<file path="src/design/decode_config.svh">
// ==========================================================
// Widths shared by the decode stage. Only RV32 is handled,
// so DEC_XLEN must stay 32
// ==========================================================
`ifndef DECODE_CONFIG_SVH
`define DECODE_CONFIG_SVH

`define DEC_XLEN         32
`define DEC_WID_BITS     2
`define DEC_NUM_THREADS  4  // Thread mask width
`define DEC_REG_BITS     5

`endif

</file>
<file path="src/design/rv_isa_pkg.sv">
// ==========================================================
// RV32I encodings used by the decoder. Only base integer,
// FENCE, Zicsr and the ECALL/EBREAK/MRET traps are covered
// ==========================================================
`default_nettype none

package rv_isa_pkg;

    typedef enum logic [6:0] {
        OPC_LOAD     = 7'b0000011,
        OPC_MISC_MEM = 7'b0001111,
        OPC_OP_IMM   = 7'b0010011,
        OPC_AUIPC    = 7'b0010111,
        OPC_STORE    = 7'b0100011,
        OPC_OP       = 7'b0110011,
        OPC_LUI      = 7'b0110111,
        OPC_BRANCH   = 7'b1100011,
        OPC_JALR     = 7'b1100111,
        OPC_JAL      = 7'b1101111,
        OPC_SYSTEM   = 7'b1110011
    } opcode_e;

    typedef enum logic [3:0] {
        IMM_NONE, IMM_I, IMM_SHAMT, IMM_S, IMM_B, IMM_U, IMM_J, IMM_CSR, IMM_PC4
    } imm_fmt_e;

    typedef enum logic [3:0] {
        ALU_ADD, ALU_SUB, ALU_SLL, ALU_SLT, ALU_SLTU, ALU_XOR,
        ALU_SRL, ALU_SRA, ALU_OR, ALU_AND, ALU_LUI, ALU_AUIPC
    } alu_op_e;

    typedef enum logic [3:0] {
        BR_BEQ, BR_BNE, BR_BLT, BR_BGE, BR_BLTU, BR_BGEU,
        BR_JAL, BR_JALR, BR_ECALL, BR_EBREAK, BR_MRET
    } br_op_e;

    typedef enum logic [3:0] {
        CSR_RW = 4'd1,
        CSR_RS = 4'd2,
        CSR_RC = 4'd3
    } csr_op_e;

    localparam logic [3:0]  LSU_FENCE  = 4'd15;  // Loads and stores use {store, funct3}

    // 12-bit system field values
    localparam logic [11:0] SYS_ECALL  = 12'h000;
    localparam logic [11:0] SYS_EBREAK = 12'h001;
    localparam logic [11:0] SYS_MRET   = 12'h302;
    localparam logic [11:0] CSR_FCSR   = 12'h003;  // Highest FPU CSR

endpackage

`default_nettype wire

</file>
<file path="src/design/decode_pkg.sv">
// ==========================================================
// Decode stage output types. Register numbers in the record
// are raw instruction fields; used_rs tells which are read
// ==========================================================
`default_nettype none

`include "decode_config.svh"

package decode_pkg;

    typedef enum logic [2:0] {
        EX_NONE   = 3'd0,
        EX_ALU    = 3'd1,
        EX_BRANCH = 3'd2,
        EX_LSU    = 3'd3,
        EX_CSR    = 3'd4
    } ex_unit_e;

    typedef struct packed {
        ex_unit_e                     ex_unit;
        logic [3:0]                   op_type;  // Unit specific
        logic                         use_imm;
        logic                         use_pc;
        logic [`DEC_XLEN-1:0]         imm;
        logic                         wb;
        logic [`DEC_REG_BITS-1:0]     rd;
        logic [`DEC_REG_BITS-1:0]     rs1;
        logic [`DEC_REG_BITS-1:0]     rs2;
        logic [1:0]                   used_rs;  // {rs2, rs1}
        logic [`DEC_XLEN-1:0]         pc;
        logic [`DEC_WID_BITS-1:0]     wid;
        logic [`DEC_NUM_THREADS-1:0]  tmask;
    } decoded_t;

endpackage

`default_nettype wire

</file>
<file path="src/design/dec_ctrl_if.sv">
// ==========================================================
// Opcode classification from the controller to the field
// decoders. Combinational only, valid in the fetch cycle
// ==========================================================
`default_nettype none

interface dec_ctrl_if;

    decode_pkg::ex_unit_e  ex_unit;
    rv_isa_pkg::imm_fmt_e  imm_fmt;
    logic                  use_pc;
    logic                  use_imm;
    logic                  use_rd;
    logic                  use_rs1;
    logic                  use_rs2;
    logic                  wstall;  // Warp must wait for this one

    modport ctrl (
        output ex_unit, imm_fmt, use_pc, use_imm, use_rd, use_rs1, use_rs2, wstall
    );

    modport dp (
        input ex_unit, imm_fmt, use_pc, use_imm, use_rd, use_rs1, use_rs2, wstall
    );

endinterface

`default_nettype wire

</file>
<file path="src/design/decode_ctrl.sv">
// ==========================================================
// Major opcode classifier. Anything outside RV32I, FENCE,
// Zicsr and ECALL/EBREAK/MRET decodes as unit NONE
// ==========================================================
`default_nettype none

module decode_ctrl (
    input  wire [31:0]   instr,
    dec_ctrl_if.ctrl     ctrl,
    output logic         wb
);

    rv_isa_pkg::opcode_e opcode;
    logic [2:0]          funct3;
    logic [11:0]         sys_field;

    assign opcode    = rv_isa_pkg::opcode_e'(instr[6:0]);
    assign funct3    = instr[14:12];
    assign sys_field = instr[31:20];

    always_comb begin
        ctrl.ex_unit = decode_pkg::EX_NONE;
        ctrl.imm_fmt = rv_isa_pkg::IMM_NONE;
        ctrl.use_pc  = 1'b0;
        ctrl.use_imm = 1'b0;
        ctrl.use_rd  = 1'b0;
        ctrl.use_rs1 = 1'b0;
        ctrl.use_rs2 = 1'b0;
        ctrl.wstall  = 1'b0;
        case (opcode)
            rv_isa_pkg::OPC_OP_IMM: begin
                ctrl.ex_unit = decode_pkg::EX_ALU;
                // SLLI, SRLI, SRAI take a shift amount
                ctrl.imm_fmt = (funct3[1:0] == 2'b01) ? rv_isa_pkg::IMM_SHAMT
                                                      : rv_isa_pkg::IMM_I;
                ctrl.use_imm = 1'b1;
                ctrl.use_rd  = 1'b1;
                ctrl.use_rs1 = 1'b1;
            end
            rv_isa_pkg::OPC_OP: begin
                ctrl.ex_unit = decode_pkg::EX_ALU;
                ctrl.use_rd  = 1'b1;
                ctrl.use_rs1 = 1'b1;
                ctrl.use_rs2 = 1'b1;
            end
            rv_isa_pkg::OPC_LUI, rv_isa_pkg::OPC_AUIPC: begin
                ctrl.ex_unit = decode_pkg::EX_ALU;
                ctrl.imm_fmt = rv_isa_pkg::IMM_U;
                ctrl.use_imm = 1'b1;
                ctrl.use_pc  = instr[5] == 1'b0;  // AUIPC
                ctrl.use_rd  = 1'b1;
            end
            rv_isa_pkg::OPC_JAL: begin
                ctrl.ex_unit = decode_pkg::EX_BRANCH;
                ctrl.imm_fmt = rv_isa_pkg::IMM_J;
                ctrl.use_imm = 1'b1;
                ctrl.use_pc  = 1'b1;
                ctrl.use_rd  = 1'b1;
                ctrl.wstall  = 1'b1;
            end
            rv_isa_pkg::OPC_JALR: begin
                ctrl.ex_unit = decode_pkg::EX_BRANCH;
                ctrl.imm_fmt = rv_isa_pkg::IMM_I;
                ctrl.use_imm = 1'b1;
                ctrl.use_rd  = 1'b1;
                ctrl.use_rs1 = 1'b1;
                ctrl.wstall  = 1'b1;
            end
            rv_isa_pkg::OPC_BRANCH: begin
                if (funct3[2:1] != 2'b01) begin  // funct3 2 and 3 are reserved
                    ctrl.ex_unit = decode_pkg::EX_BRANCH;
                    ctrl.imm_fmt = rv_isa_pkg::IMM_B;
                    ctrl.use_imm = 1'b1;
                    ctrl.use_pc  = 1'b1;
                    ctrl.use_rs1 = 1'b1;
                    ctrl.use_rs2 = 1'b1;
                    ctrl.wstall  = 1'b1;
                end
            end
            rv_isa_pkg::OPC_LOAD: begin
                ctrl.ex_unit = decode_pkg::EX_LSU;
                ctrl.imm_fmt = rv_isa_pkg::IMM_I;
                ctrl.use_imm = 1'b1;
                ctrl.use_rd  = 1'b1;
                ctrl.use_rs1 = 1'b1;
            end
            rv_isa_pkg::OPC_STORE: begin
                ctrl.ex_unit = decode_pkg::EX_LSU;
                ctrl.imm_fmt = rv_isa_pkg::IMM_S;
                ctrl.use_imm = 1'b1;
                ctrl.use_rs1 = 1'b1;
                ctrl.use_rs2 = 1'b1;
            end
            rv_isa_pkg::OPC_MISC_MEM: ctrl.ex_unit = decode_pkg::EX_LSU;  // FENCE
            rv_isa_pkg::OPC_SYSTEM: begin
                if (funct3[1:0] != 2'b00) begin
                    ctrl.ex_unit = decode_pkg::EX_CSR;
                    ctrl.imm_fmt = rv_isa_pkg::IMM_CSR;
                    ctrl.use_imm = funct3[2];  // zimm sits in the rs1 field
                    ctrl.use_rd  = 1'b1;
                    ctrl.use_rs1 = !funct3[2];
                    ctrl.wstall  = sys_field <= rv_isa_pkg::CSR_FCSR;
                end else if (funct3 == 3'b000 && (sys_field == rv_isa_pkg::SYS_ECALL ||
                             sys_field == rv_isa_pkg::SYS_EBREAK ||
                             sys_field == rv_isa_pkg::SYS_MRET)) begin
                    ctrl.ex_unit = decode_pkg::EX_BRANCH;
                    ctrl.imm_fmt = rv_isa_pkg::IMM_PC4;
                    ctrl.use_imm = 1'b1;
                    ctrl.use_pc  = 1'b1;
                    ctrl.use_rd  = 1'b1;
                    ctrl.wstall  = 1'b1;
                end
            end
            default: ;
        endcase
    end

    assign wb = ctrl.use_rd && (instr[11:7] != 5'd0);  // x0 never written

endmodule

`default_nettype wire

</file>
<file path="src/design/imm_gen.sv">
// ==========================================================
// Immediate builder. Sign extends every format except the
// shift amount and the CSR address, which are zero extended
// ==========================================================
`default_nettype none

`include "decode_config.svh"

module imm_gen (
    input  wire [31:0]          instr,
    dec_ctrl_if.dp              ctrl,
    output logic [`DEC_XLEN-1:0] imm
);

    logic [11:0] i_imm;
    logic [11:0] s_imm;
    logic [12:0] b_imm;
    logic [31:0] u_imm;
    logic [20:0] j_imm;

    assign i_imm = instr[31:20];
    assign s_imm = {instr[31:25], instr[11:7]};
    assign b_imm = {instr[31], instr[7], instr[30:25], instr[11:8], 1'b0};
    assign u_imm = {instr[31:12], 12'b0};
    assign j_imm = {instr[31], instr[19:12], instr[20], instr[30:21], 1'b0};

    always_comb begin
        case (ctrl.imm_fmt)
            rv_isa_pkg::IMM_I:     imm = `DEC_XLEN'($signed(i_imm));
            rv_isa_pkg::IMM_SHAMT: imm = `DEC_XLEN'(instr[24:20]);
            rv_isa_pkg::IMM_S:     imm = `DEC_XLEN'($signed(s_imm));
            rv_isa_pkg::IMM_B:     imm = `DEC_XLEN'($signed(b_imm));
            rv_isa_pkg::IMM_U:     imm = `DEC_XLEN'($signed(u_imm));
            rv_isa_pkg::IMM_J:     imm = `DEC_XLEN'($signed(j_imm));
            rv_isa_pkg::IMM_CSR:   imm = `DEC_XLEN'(i_imm);
            rv_isa_pkg::IMM_PC4:   imm = `DEC_XLEN'(4);  // Return address of a trap
            default:               imm = '0;
        endcase
    end

endmodule

`default_nettype wire

</file>
<file path="src/design/op_decode.sv">
// ==========================================================
// Operation code per execution unit. Relies on the
// controller to reject reserved branch and system encodings
// ==========================================================
`default_nettype none

module op_decode (
    input  wire [31:0]  instr,
    dec_ctrl_if.dp      ctrl,
    output logic [3:0]  op_type
);

    rv_isa_pkg::opcode_e opcode;
    logic [2:0]          funct3;
    logic [6:0]          funct7;
    logic [3:0]          alu_op;
    logic [3:0]          br_op;

    assign opcode = rv_isa_pkg::opcode_e'(instr[6:0]);
    assign funct3 = instr[14:12];
    assign funct7 = instr[31:25];

    always_comb begin
        case (funct3)
            3'h0: begin
                if (!ctrl.use_imm && funct7[5]) begin  // SUB exists only as R-type
                    alu_op = rv_isa_pkg::ALU_SUB;
                end else begin
                    alu_op = rv_isa_pkg::ALU_ADD;
                end
            end
            3'h1: alu_op = rv_isa_pkg::ALU_SLL;
            3'h2: alu_op = rv_isa_pkg::ALU_SLT;
            3'h3: alu_op = rv_isa_pkg::ALU_SLTU;
            3'h4: alu_op = rv_isa_pkg::ALU_XOR;
            3'h5: alu_op = funct7[5] ? rv_isa_pkg::ALU_SRA : rv_isa_pkg::ALU_SRL;
            3'h6: alu_op = rv_isa_pkg::ALU_OR;
            default: alu_op = rv_isa_pkg::ALU_AND;
        endcase
    end

    always_comb begin
        case (opcode)
            rv_isa_pkg::OPC_JAL:  br_op = rv_isa_pkg::BR_JAL;
            rv_isa_pkg::OPC_JALR: br_op = rv_isa_pkg::BR_JALR;
            rv_isa_pkg::OPC_SYSTEM: begin
                if (instr[31:20] == rv_isa_pkg::SYS_MRET) begin
                    br_op = rv_isa_pkg::BR_MRET;
                end else if (instr[20]) begin
                    br_op = rv_isa_pkg::BR_EBREAK;
                end else begin
                    br_op = rv_isa_pkg::BR_ECALL;
                end
            end
            default: begin
                case (funct3)
                    3'h1: br_op = rv_isa_pkg::BR_BNE;
                    3'h4: br_op = rv_isa_pkg::BR_BLT;
                    3'h5: br_op = rv_isa_pkg::BR_BGE;
                    3'h6: br_op = rv_isa_pkg::BR_BLTU;
                    3'h7: br_op = rv_isa_pkg::BR_BGEU;
                    default: br_op = rv_isa_pkg::BR_BEQ;
                endcase
            end
        endcase
    end

    always_comb begin
        case (ctrl.ex_unit)
            decode_pkg::EX_ALU: begin
                if (opcode == rv_isa_pkg::OPC_LUI) begin
                    op_type = rv_isa_pkg::ALU_LUI;
                end else if (opcode == rv_isa_pkg::OPC_AUIPC) begin
                    op_type = rv_isa_pkg::ALU_AUIPC;
                end else begin
                    op_type = alu_op;
                end
            end
            decode_pkg::EX_BRANCH: op_type = br_op;
            decode_pkg::EX_LSU: begin
                op_type = (opcode == rv_isa_pkg::OPC_MISC_MEM) ? rv_isa_pkg::LSU_FENCE
                                                               : {instr[5], funct3};
            end
            decode_pkg::EX_CSR: op_type = {2'b00, funct3[1:0]};
            default: op_type = 4'd0;
        endcase
    end

    // Controller must have filtered out the reserved branch codes
    always_comb begin
        if (ctrl.ex_unit == decode_pkg::EX_BRANCH && ctrl.imm_fmt == rv_isa_pkg::IMM_B) begin
            assert (funct3[2:1] != 2'b01)
                else $error("branch decoded with reserved funct3 %0d", funct3);
        end
    end

endmodule

`default_nettype wire

</file>
<file path="src/design/decode_out_buf.sv">
// ==========================================================
// One-entry output register. Accepts while empty or while
// the held record is taken, so it runs at one per cycle
// ==========================================================
`default_nettype none

module decode_out_buf (
    input  wire                   clk,
    input  wire                   rst_n,
    input  wire                   in_valid,
    output logic                  in_ready,
    input  wire decode_pkg::decoded_t in_data,
    output logic                  out_valid,
    input  wire                   out_ready,
    output decode_pkg::decoded_t  out_data
);

    assign in_ready = !out_valid || out_ready;

    always_ff @(posedge clk or negedge rst_n) begin
        if (!rst_n) begin
            out_valid <= 1'b0;
        end else if (in_ready) begin
            out_valid <= in_valid;  // Refill or drain
        end
    end

    always_ff @(posedge clk) begin
        if (in_valid && in_ready) begin
            out_data <= in_data;
        end
    end

    // Held record must not change under back-pressure
    assert property (@(posedge clk) disable iff (!rst_n)
        out_valid && !out_ready |=> out_valid && $stable(out_data))
        else $error("decode output changed while stalled");

endmodule

`default_nettype wire

</file>
<file path="src/design/decode_top.sv">
// ==========================================================
// Decode stage top. sched_* is only meaningful in the cycle
// of a fetch transfer and has no handshake of its own
// ==========================================================
`default_nettype none

`include "decode_config.svh"

module decode_top (
    input  wire                          clk,
    input  wire                          rst_n,
    input  wire                          fetch_valid,
    output logic                         fetch_ready,
    input  wire [31:0]                   fetch_instr,
    input  wire [`DEC_XLEN-1:0]          fetch_pc,
    input  wire [`DEC_WID_BITS-1:0]      fetch_wid,
    input  wire [`DEC_NUM_THREADS-1:0]   fetch_tmask,
    output logic                         dec_valid,
    input  wire                          dec_ready,
    output decode_pkg::ex_unit_e         dec_ex_unit,
    output logic [3:0]                   dec_op_type,
    output logic                         dec_use_imm,
    output logic                         dec_use_pc,
    output logic [`DEC_XLEN-1:0]         dec_imm,
    output logic                         dec_wb,
    output logic [`DEC_REG_BITS-1:0]     dec_rd,
    output logic [`DEC_REG_BITS-1:0]     dec_rs1,
    output logic [`DEC_REG_BITS-1:0]     dec_rs2,
    output logic [1:0]                   dec_used_rs,
    output logic [`DEC_XLEN-1:0]         dec_pc,
    output logic [`DEC_WID_BITS-1:0]     dec_wid,
    output logic [`DEC_NUM_THREADS-1:0]  dec_tmask,
    output logic                         sched_valid,
    output logic [`DEC_WID_BITS-1:0]     sched_wid,
    output logic                         sched_unlock
);

    dec_ctrl_if           ctrl_if ();
    decode_pkg::decoded_t dec_in;
    decode_pkg::decoded_t dec_out;
    logic                 wb;
    logic [`DEC_XLEN-1:0] imm;
    logic [3:0]           op_type;

    decode_ctrl i_ctrl (.instr(fetch_instr), .ctrl(ctrl_if.ctrl), .wb(wb));

    imm_gen i_imm_gen (.instr(fetch_instr), .ctrl(ctrl_if.dp), .imm(imm));

    op_decode i_op_decode (.instr(fetch_instr), .ctrl(ctrl_if.dp), .op_type(op_type));

    always_comb begin
        dec_in.ex_unit = ctrl_if.ex_unit;
        dec_in.op_type = op_type;
        dec_in.use_imm = ctrl_if.use_imm;
        dec_in.use_pc  = ctrl_if.use_pc;
        dec_in.imm     = imm;
        dec_in.wb      = wb;
        dec_in.rd      = fetch_instr[11:7];
        dec_in.rs1     = fetch_instr[19:15];
        dec_in.rs2     = fetch_instr[24:20];
        dec_in.used_rs = {ctrl_if.use_rs2, ctrl_if.use_rs1};
        dec_in.pc      = fetch_pc;
        dec_in.wid     = fetch_wid;
        dec_in.tmask   = fetch_tmask;
    end

    decode_out_buf i_out_buf (
        .clk       (clk),
        .rst_n     (rst_n),
        .in_valid  (fetch_valid),
        .in_ready  (fetch_ready),
        .in_data   (dec_in),
        .out_valid (dec_valid),
        .out_ready (dec_ready),
        .out_data  (dec_out)
    );

    assign dec_ex_unit = dec_out.ex_unit;
    assign dec_op_type = dec_out.op_type;
    assign dec_use_imm = dec_out.use_imm;
    assign dec_use_pc  = dec_out.use_pc;
    assign dec_imm     = dec_out.imm;
    assign dec_wb      = dec_out.wb;
    assign dec_rd      = dec_out.rd;
    assign dec_rs1     = dec_out.rs1;
    assign dec_rs2     = dec_out.rs2;
    assign dec_used_rs = dec_out.used_rs;
    assign dec_pc      = dec_out.pc;
    assign dec_wid     = dec_out.wid;
    assign dec_tmask   = dec_out.tmask;

    // Scheduler sees the accepted instruction right away
    assign sched_valid  = fetch_valid && fetch_ready;
    assign sched_wid    = fetch_wid;
    assign sched_unlock = !ctrl_if.wstall;

endmodule

`default_nettype wire

</file>
<file path="config.mk">
export PLATFORM = sky130hd
export DESIGN_NAME = decode_top
export DESIGN_NICKNAME = d
export VERILOG_FILES = /design/src/design/rv_isa_pkg.sv /design/src/design/decode_pkg.sv /design/src/design/dec_ctrl_if.sv /design/src/design/decode_ctrl.sv /design/src/design/imm_gen.sv /design/src/design/op_decode.sv /design/src/design/decode_out_buf.sv /design/src/design/decode_top.sv
export VERILOG_INCLUDE_DIRS = /design/src /design/src/design
export SDC_FILE = /design/constraint.sdc
export NUM_CORES = 1
export LEC_CHECK = 0
export BUFFER_PORTS_ARGS = -buffer_cell sky130_fd_sc_hd__buf_2
export CORE_ASPECT_RATIO = 1.2
export CORE_MARGIN = 1
export CORE_UTILIZATION = 44
export CTS_BUF_LIST = sky130_fd_sc_hd__clkbuf_2
export CTS_CLUSTER_DIAMETER = 60
export DETAILED_ROUTE_END_ITERATION = 8
export PLACE_DENSITY = 0.78
export REMOVE_ABC_BUFFERS = 1
export SYNTH_ARGS = -nofsm -noshare
export SYNTH_HDL_FRONTEND = slang
export SYNTH_SLANG_ARGS = --single-unit
</file>
<file path="constraint.sdc">
create_clock -name clk -period 3.2 [get_ports clk]
set_clock_uncertainty 0.2 [all_clocks]
set_input_delay 0.16 -clock clk [delete_from_list [all_inputs] [get_ports clk]]
set_output_delay 0.16 -clock clk [all_outputs]
set_load 0.02 [all_outputs]
</file>
==> flow_summary_export.csv <==
group,metric,value,unit
setup_path,critical_path.endpoint_type,"output port",
flow_run,cap_violations,0,
timing,period_needed,2.67,ns
grt,antenna_found_initial,0,
logic_synthesis,yosysWarnings,0,
placement,placed_cell_area,5120,sq um
worst_hold_path,hold_end,"i_out_buf.out_data[88]",
worst_hold_path,hp-class,"input pin to flip-flop",
finish,final_nets,597,
setup_path,crit-reg2reg-capture,"i_out_buf.out_data[72]",
drt,dr_total_vias,3549,
grt,grt_remaining_overflow,0,
power_and_ir_drop,vdd_drop_max,0.216,mV
cts,clkTransAtPathRegs,0.20,ns
placement,numPortBuffers,176,
drt,firstDrtPassIters,5,
placement,dpl.hpwl,7970,microns
power_and_ir_drop,comb_power_share,17.2,%
drt,wl_per_cell,19.1,microns
power_and_ir_drop,clockPowerShare,20.2,%
timing,tightest_slew,0.904,ns
setup_path,critPathLaunchType,"input pin",
grt,grt-busiest-layer,"met2",
finish,design_area,5910,sq um
logic_synthesis,syn_area_per_cell,14.9,sq um
finish,drive_gt1_share,40.3,%
setup_path,r2r_cells,3,
timing,fmax,375,MHz
logic_synthesis,synth.distinct_cells,64,
die,initial_core_util,45.5,%
power_and_ir_drop,sequentialPowerShare,62.6,%
setup_path,cp_max_fo,9,
die,die_area,9790,sq um
power_and_ir_drop,powerDensity,407,nW/um^2
placement,gp_congestion,0.906,
setup_path,slowest_delay,0.55,ns
logic_synthesis,synth_edf_count,97,
cts,cts_tree,"built",
grt,grt_usage,25.5,%
worst_hold_path,min_from,"fetch_instr[3]",
die,chipWidth,90.5,microns
finish,n_antenna_cell,0,
logic_synthesis,syn-instance-count,277,
power_and_ir_drop,p_total,0.00241,W
drt,drc,0,
timing,fin_crit_sh,83.3,%
grt,gr-usage-met3,6.40,%
setup_path,arrival,2.31,ns
die,core,9080,sq um
setup_path,cp_num_buf_inv,3,
finish,syn_to_final_growth,42.9,%
setup_path,slowest_stage,"dlygate4sd3_1",
die,die-height,108,microns
logic_synthesis,synthArstFlopShare,1.02,%
cts,cts_buffers,9,
drt,routed_via_density,5.48,
timing,rsz0062_at_grt,"false",
cts,cts_buffer_depth,2,
cts,insertion_delay,0.53,ns
power_and_ir_drop,p_leak,2.63,nW
logic_synthesis,synth_seq_cells,98,
setup_path,cp_top_family,"buffers and inverters",
power_and_ir_drop,p_sw,0.000651,W
cts,post-cts-setup-buffers,0,
timing,slew_violations,0,
timing,setup_viol_count_final,0,
logic_synthesis,synth-main-ff-cell,"edfxtp_1",
grt,grt_start_max_net_pins,48,
setup_path,path_common_cell,"buf_2",
drt,drt_iter0_markers,359,
drt,antenna_left,0,
cts,cts_sinks,98,
finish,fillCellCount,654,
setup_path,rrSetupSlack,1.23,ns
cts,h-tree-depth,3,
logic_synthesis,ys_seq_area_share,71.0,%
die,rows,38,
grt,gr-usage-met2,45.3,%
drt,drt_wl_total,12400,microns
setup_path,worstSetupPathType,"input pin to output port",
grt,grt_pass1_wl,18800,microns
power_and_ir_drop,swShare,27.1,%
cts,clockRootBuffer,"clkbuf_2",
setup_path,r2r-start,"i_out_buf.out_valid",
timing,relSlewSlack,39.7,%
timing,tns,0,ns
grt,grtUsageMet1,30.2,%
timing,final-hold-violation-count,0,
status,status,"finished, final reports clean",
worst_hold_path,whs_path_depth,3,
grt,grt_pass1_vias,3516,
logic_synthesis,synth_area,4140,sq um
setup_path,crit_required,2.84,ns
power_and_ir_drop,p_int,0.00175,W
die,io-pin-count,177,
setup_path,crit_path_cell_trace,"dlygate4sd3_1 > buf_2 > or4_1 > nor2_4 > o2111a_4 > a2bb2oi_1 > nor2_1 > buf_2",
[power by group through the flow]
stage | registers, W | clock network, W | logic, W
floorplan | 0.00163 | 0 | 0.0000794
global placement | 0.00153 | 0 | 0.000330
detailed placement | 0.00153 | 0 | 0.000337
CTS | 0.00150 | 0.000487 | 0.000406
global route | 0.00151 | 0.000543 | 0.000439
finish | 0.00151 | 0.000485 | 0.000414
[state kept, by name, summed over array words and instances (netlist names)]
signal and cells:
i_out_buf.out_data 97, i_out_buf.out_valid 1
[through the flow]
stage	hold WS (ns)	util [%]	setup WS, ns	std cells
2_1_floorplan	-0.336	-	-0.595	261
3_3_place_gp	-0.266	56.3	0.852	561
3_5_place_dp	-0.263	56.3	0.783	561
4_1_cts	0.00137	65.1	0.547	648
5_1_grt	0.0357	65.1	0.504	648
6_report	0.0628	65.1	0.533	648
[area by class of cell]
type,instances,area (sq um),share of cell area (%)
multi-input combinational,159,1090,18.4
clock inverter,6,33.8,0.572
clock buffer,10,50.0,0.847
tap,120,150,2.54
inverter,4,15.0,0.254
sequential,98,2940,49.7
timing repair buffer,251,1630,27.6
[tightest hold or removal path: stages]
cell,delay [ns]
buf_2,0.25
a22oi_1,0.17
nand2_1,0.09
[cells in the mapped netlist (all sizes together), types with 2 or more instances]
| cell | n | area, sq um |
|---|---|---|
| edfxtp | 97 | 2910 |
| a21o | 20 | 150 |
| nor2 | 15 | 68.8 |
| nand2 | 12 | 45.0 |
| a21oi | 11 | 58.8 |
| buf | 10 | 62.6 |
| nor2b | 9 | 56.3 |
| nor3 | 9 | 45.0 |
| o21ai | 9 | 45.0 |
| clkbuf | 6 | 32.5 |
| a22o | 4 | 35.0 |
| inv | 4 | 15.0 |
| nand2b | 4 | 25.0 |
| or3 | 4 | 25.0 |
| and2 | 3 | 21.3 |
| and3 | 3 | 20.0 |
| nand3 | 3 | 15.0 |
| nor3b | 3 | 22.5 |
| o211ai | 3 | 22.5 |
| or2 | 3 | 21.3 |
| or4 | 3 | 26.3 |
| a211oi | 2 | 15.0 |
| a22oi | 2 | 15.0 |
| a31oi | 2 | 12.5 |
| a32o | 2 | 20.0 |
| and3b | 2 | 17.5 |
| and4b | 2 | 20.0 |
| nand3b | 2 | 15.0 |
| nand4 | 2 | 18.8 |
| nand4b | 2 | 17.5 |
| nor4 | 2 | 12.5 |
| o22ai | 2 | 12.5 |
| o41ai | 2 | 25.0 |
[cell usage in the layout, fill, tap and decap left out, types with 2 or more instances in the layout]
| master | instances |
|---|---|
| a211oi_1 | 2 |
| a21o_1 | 20 |
| a21oi_1 | 10 |
| a22o_1 | 4 |
| a22oi_1 | 2 |
| a31oi_1 | 2 |
| a32o_1 | 2 |
| and2_4 | 2 |
| and3_1 | 2 |
| and3b_1 | 2 |
| and4b_1 | 2 |
| buf_2 | 176 |
| buf_4 | 3 |
| clkbuf_2 | 10 |
| clkinv_1 | 2 |
| clkinv_2 | 2 |
| dlygate4sd3_1 | 71 |
| edfxtp_1 | 97 |
| inv_1 | 4 |
| nand2_1 | 12 |
| nand2b_1 | 4 |
| nand3_1 | 3 |
| nand3b_1 | 2 |
| nand4b_1 | 2 |
| nor2_1 | 12 |
| nor2_2 | 2 |
| nor2b_1 | 9 |
| nor3_1 | 9 |
| nor3b_1 | 3 |
| nor4_1 | 2 |
| o211ai_1 | 3 |
| o21ai_0 | 9 |
| o22ai_1 | 2 |
| or3_1 | 4 |
| or4_1 | 2 |
[logic make-up (layout without fill, tap and decap cells)]
group | Yosys count | count (layout) | synth area share (%)
flops | 98 | 98 | 71.0
simple gates | 86 | 86 | 12.7
compound gates | 73 | 73 | 13.6
buf+inv | 20 | 271 | 2.66
[routing by layer]
layer,share of wire [%],wire length (microns)
met5,0,0
met4,2.4,296
met3,7.0,869
met2,53,6540
met1,38,4700
[worst max-delay path by stage]
stage	endpoint	slack, ns	start	depth (start not counted)
6_report	sched_unlock	0.53	fetch_instr[22]	8
3_3_place_gp	i_out_buf.out_data[58]	0.85	fetch_instr[4]	6
4_1_cts	sched_unlock	0.55	fetch_instr[23]	8
3_5_place_dp	i_out_buf.out_data[58]	0.78	fetch_instr[4]	6
5_1_grt	sched_unlock	0.50	fetch_instr[22]	8
2_1_floorplan	i_out_buf.out_data[0]	-0.60	i_out_buf.out_valid	2
[what timing repair did]
item | 4_1_cts | 5_1_grt
gates resized for setup | 0 | 0
hold buffers | 71 | 0
endpoints found under the hold margin | 96 | 0
(Power assumes the default switching activity.)
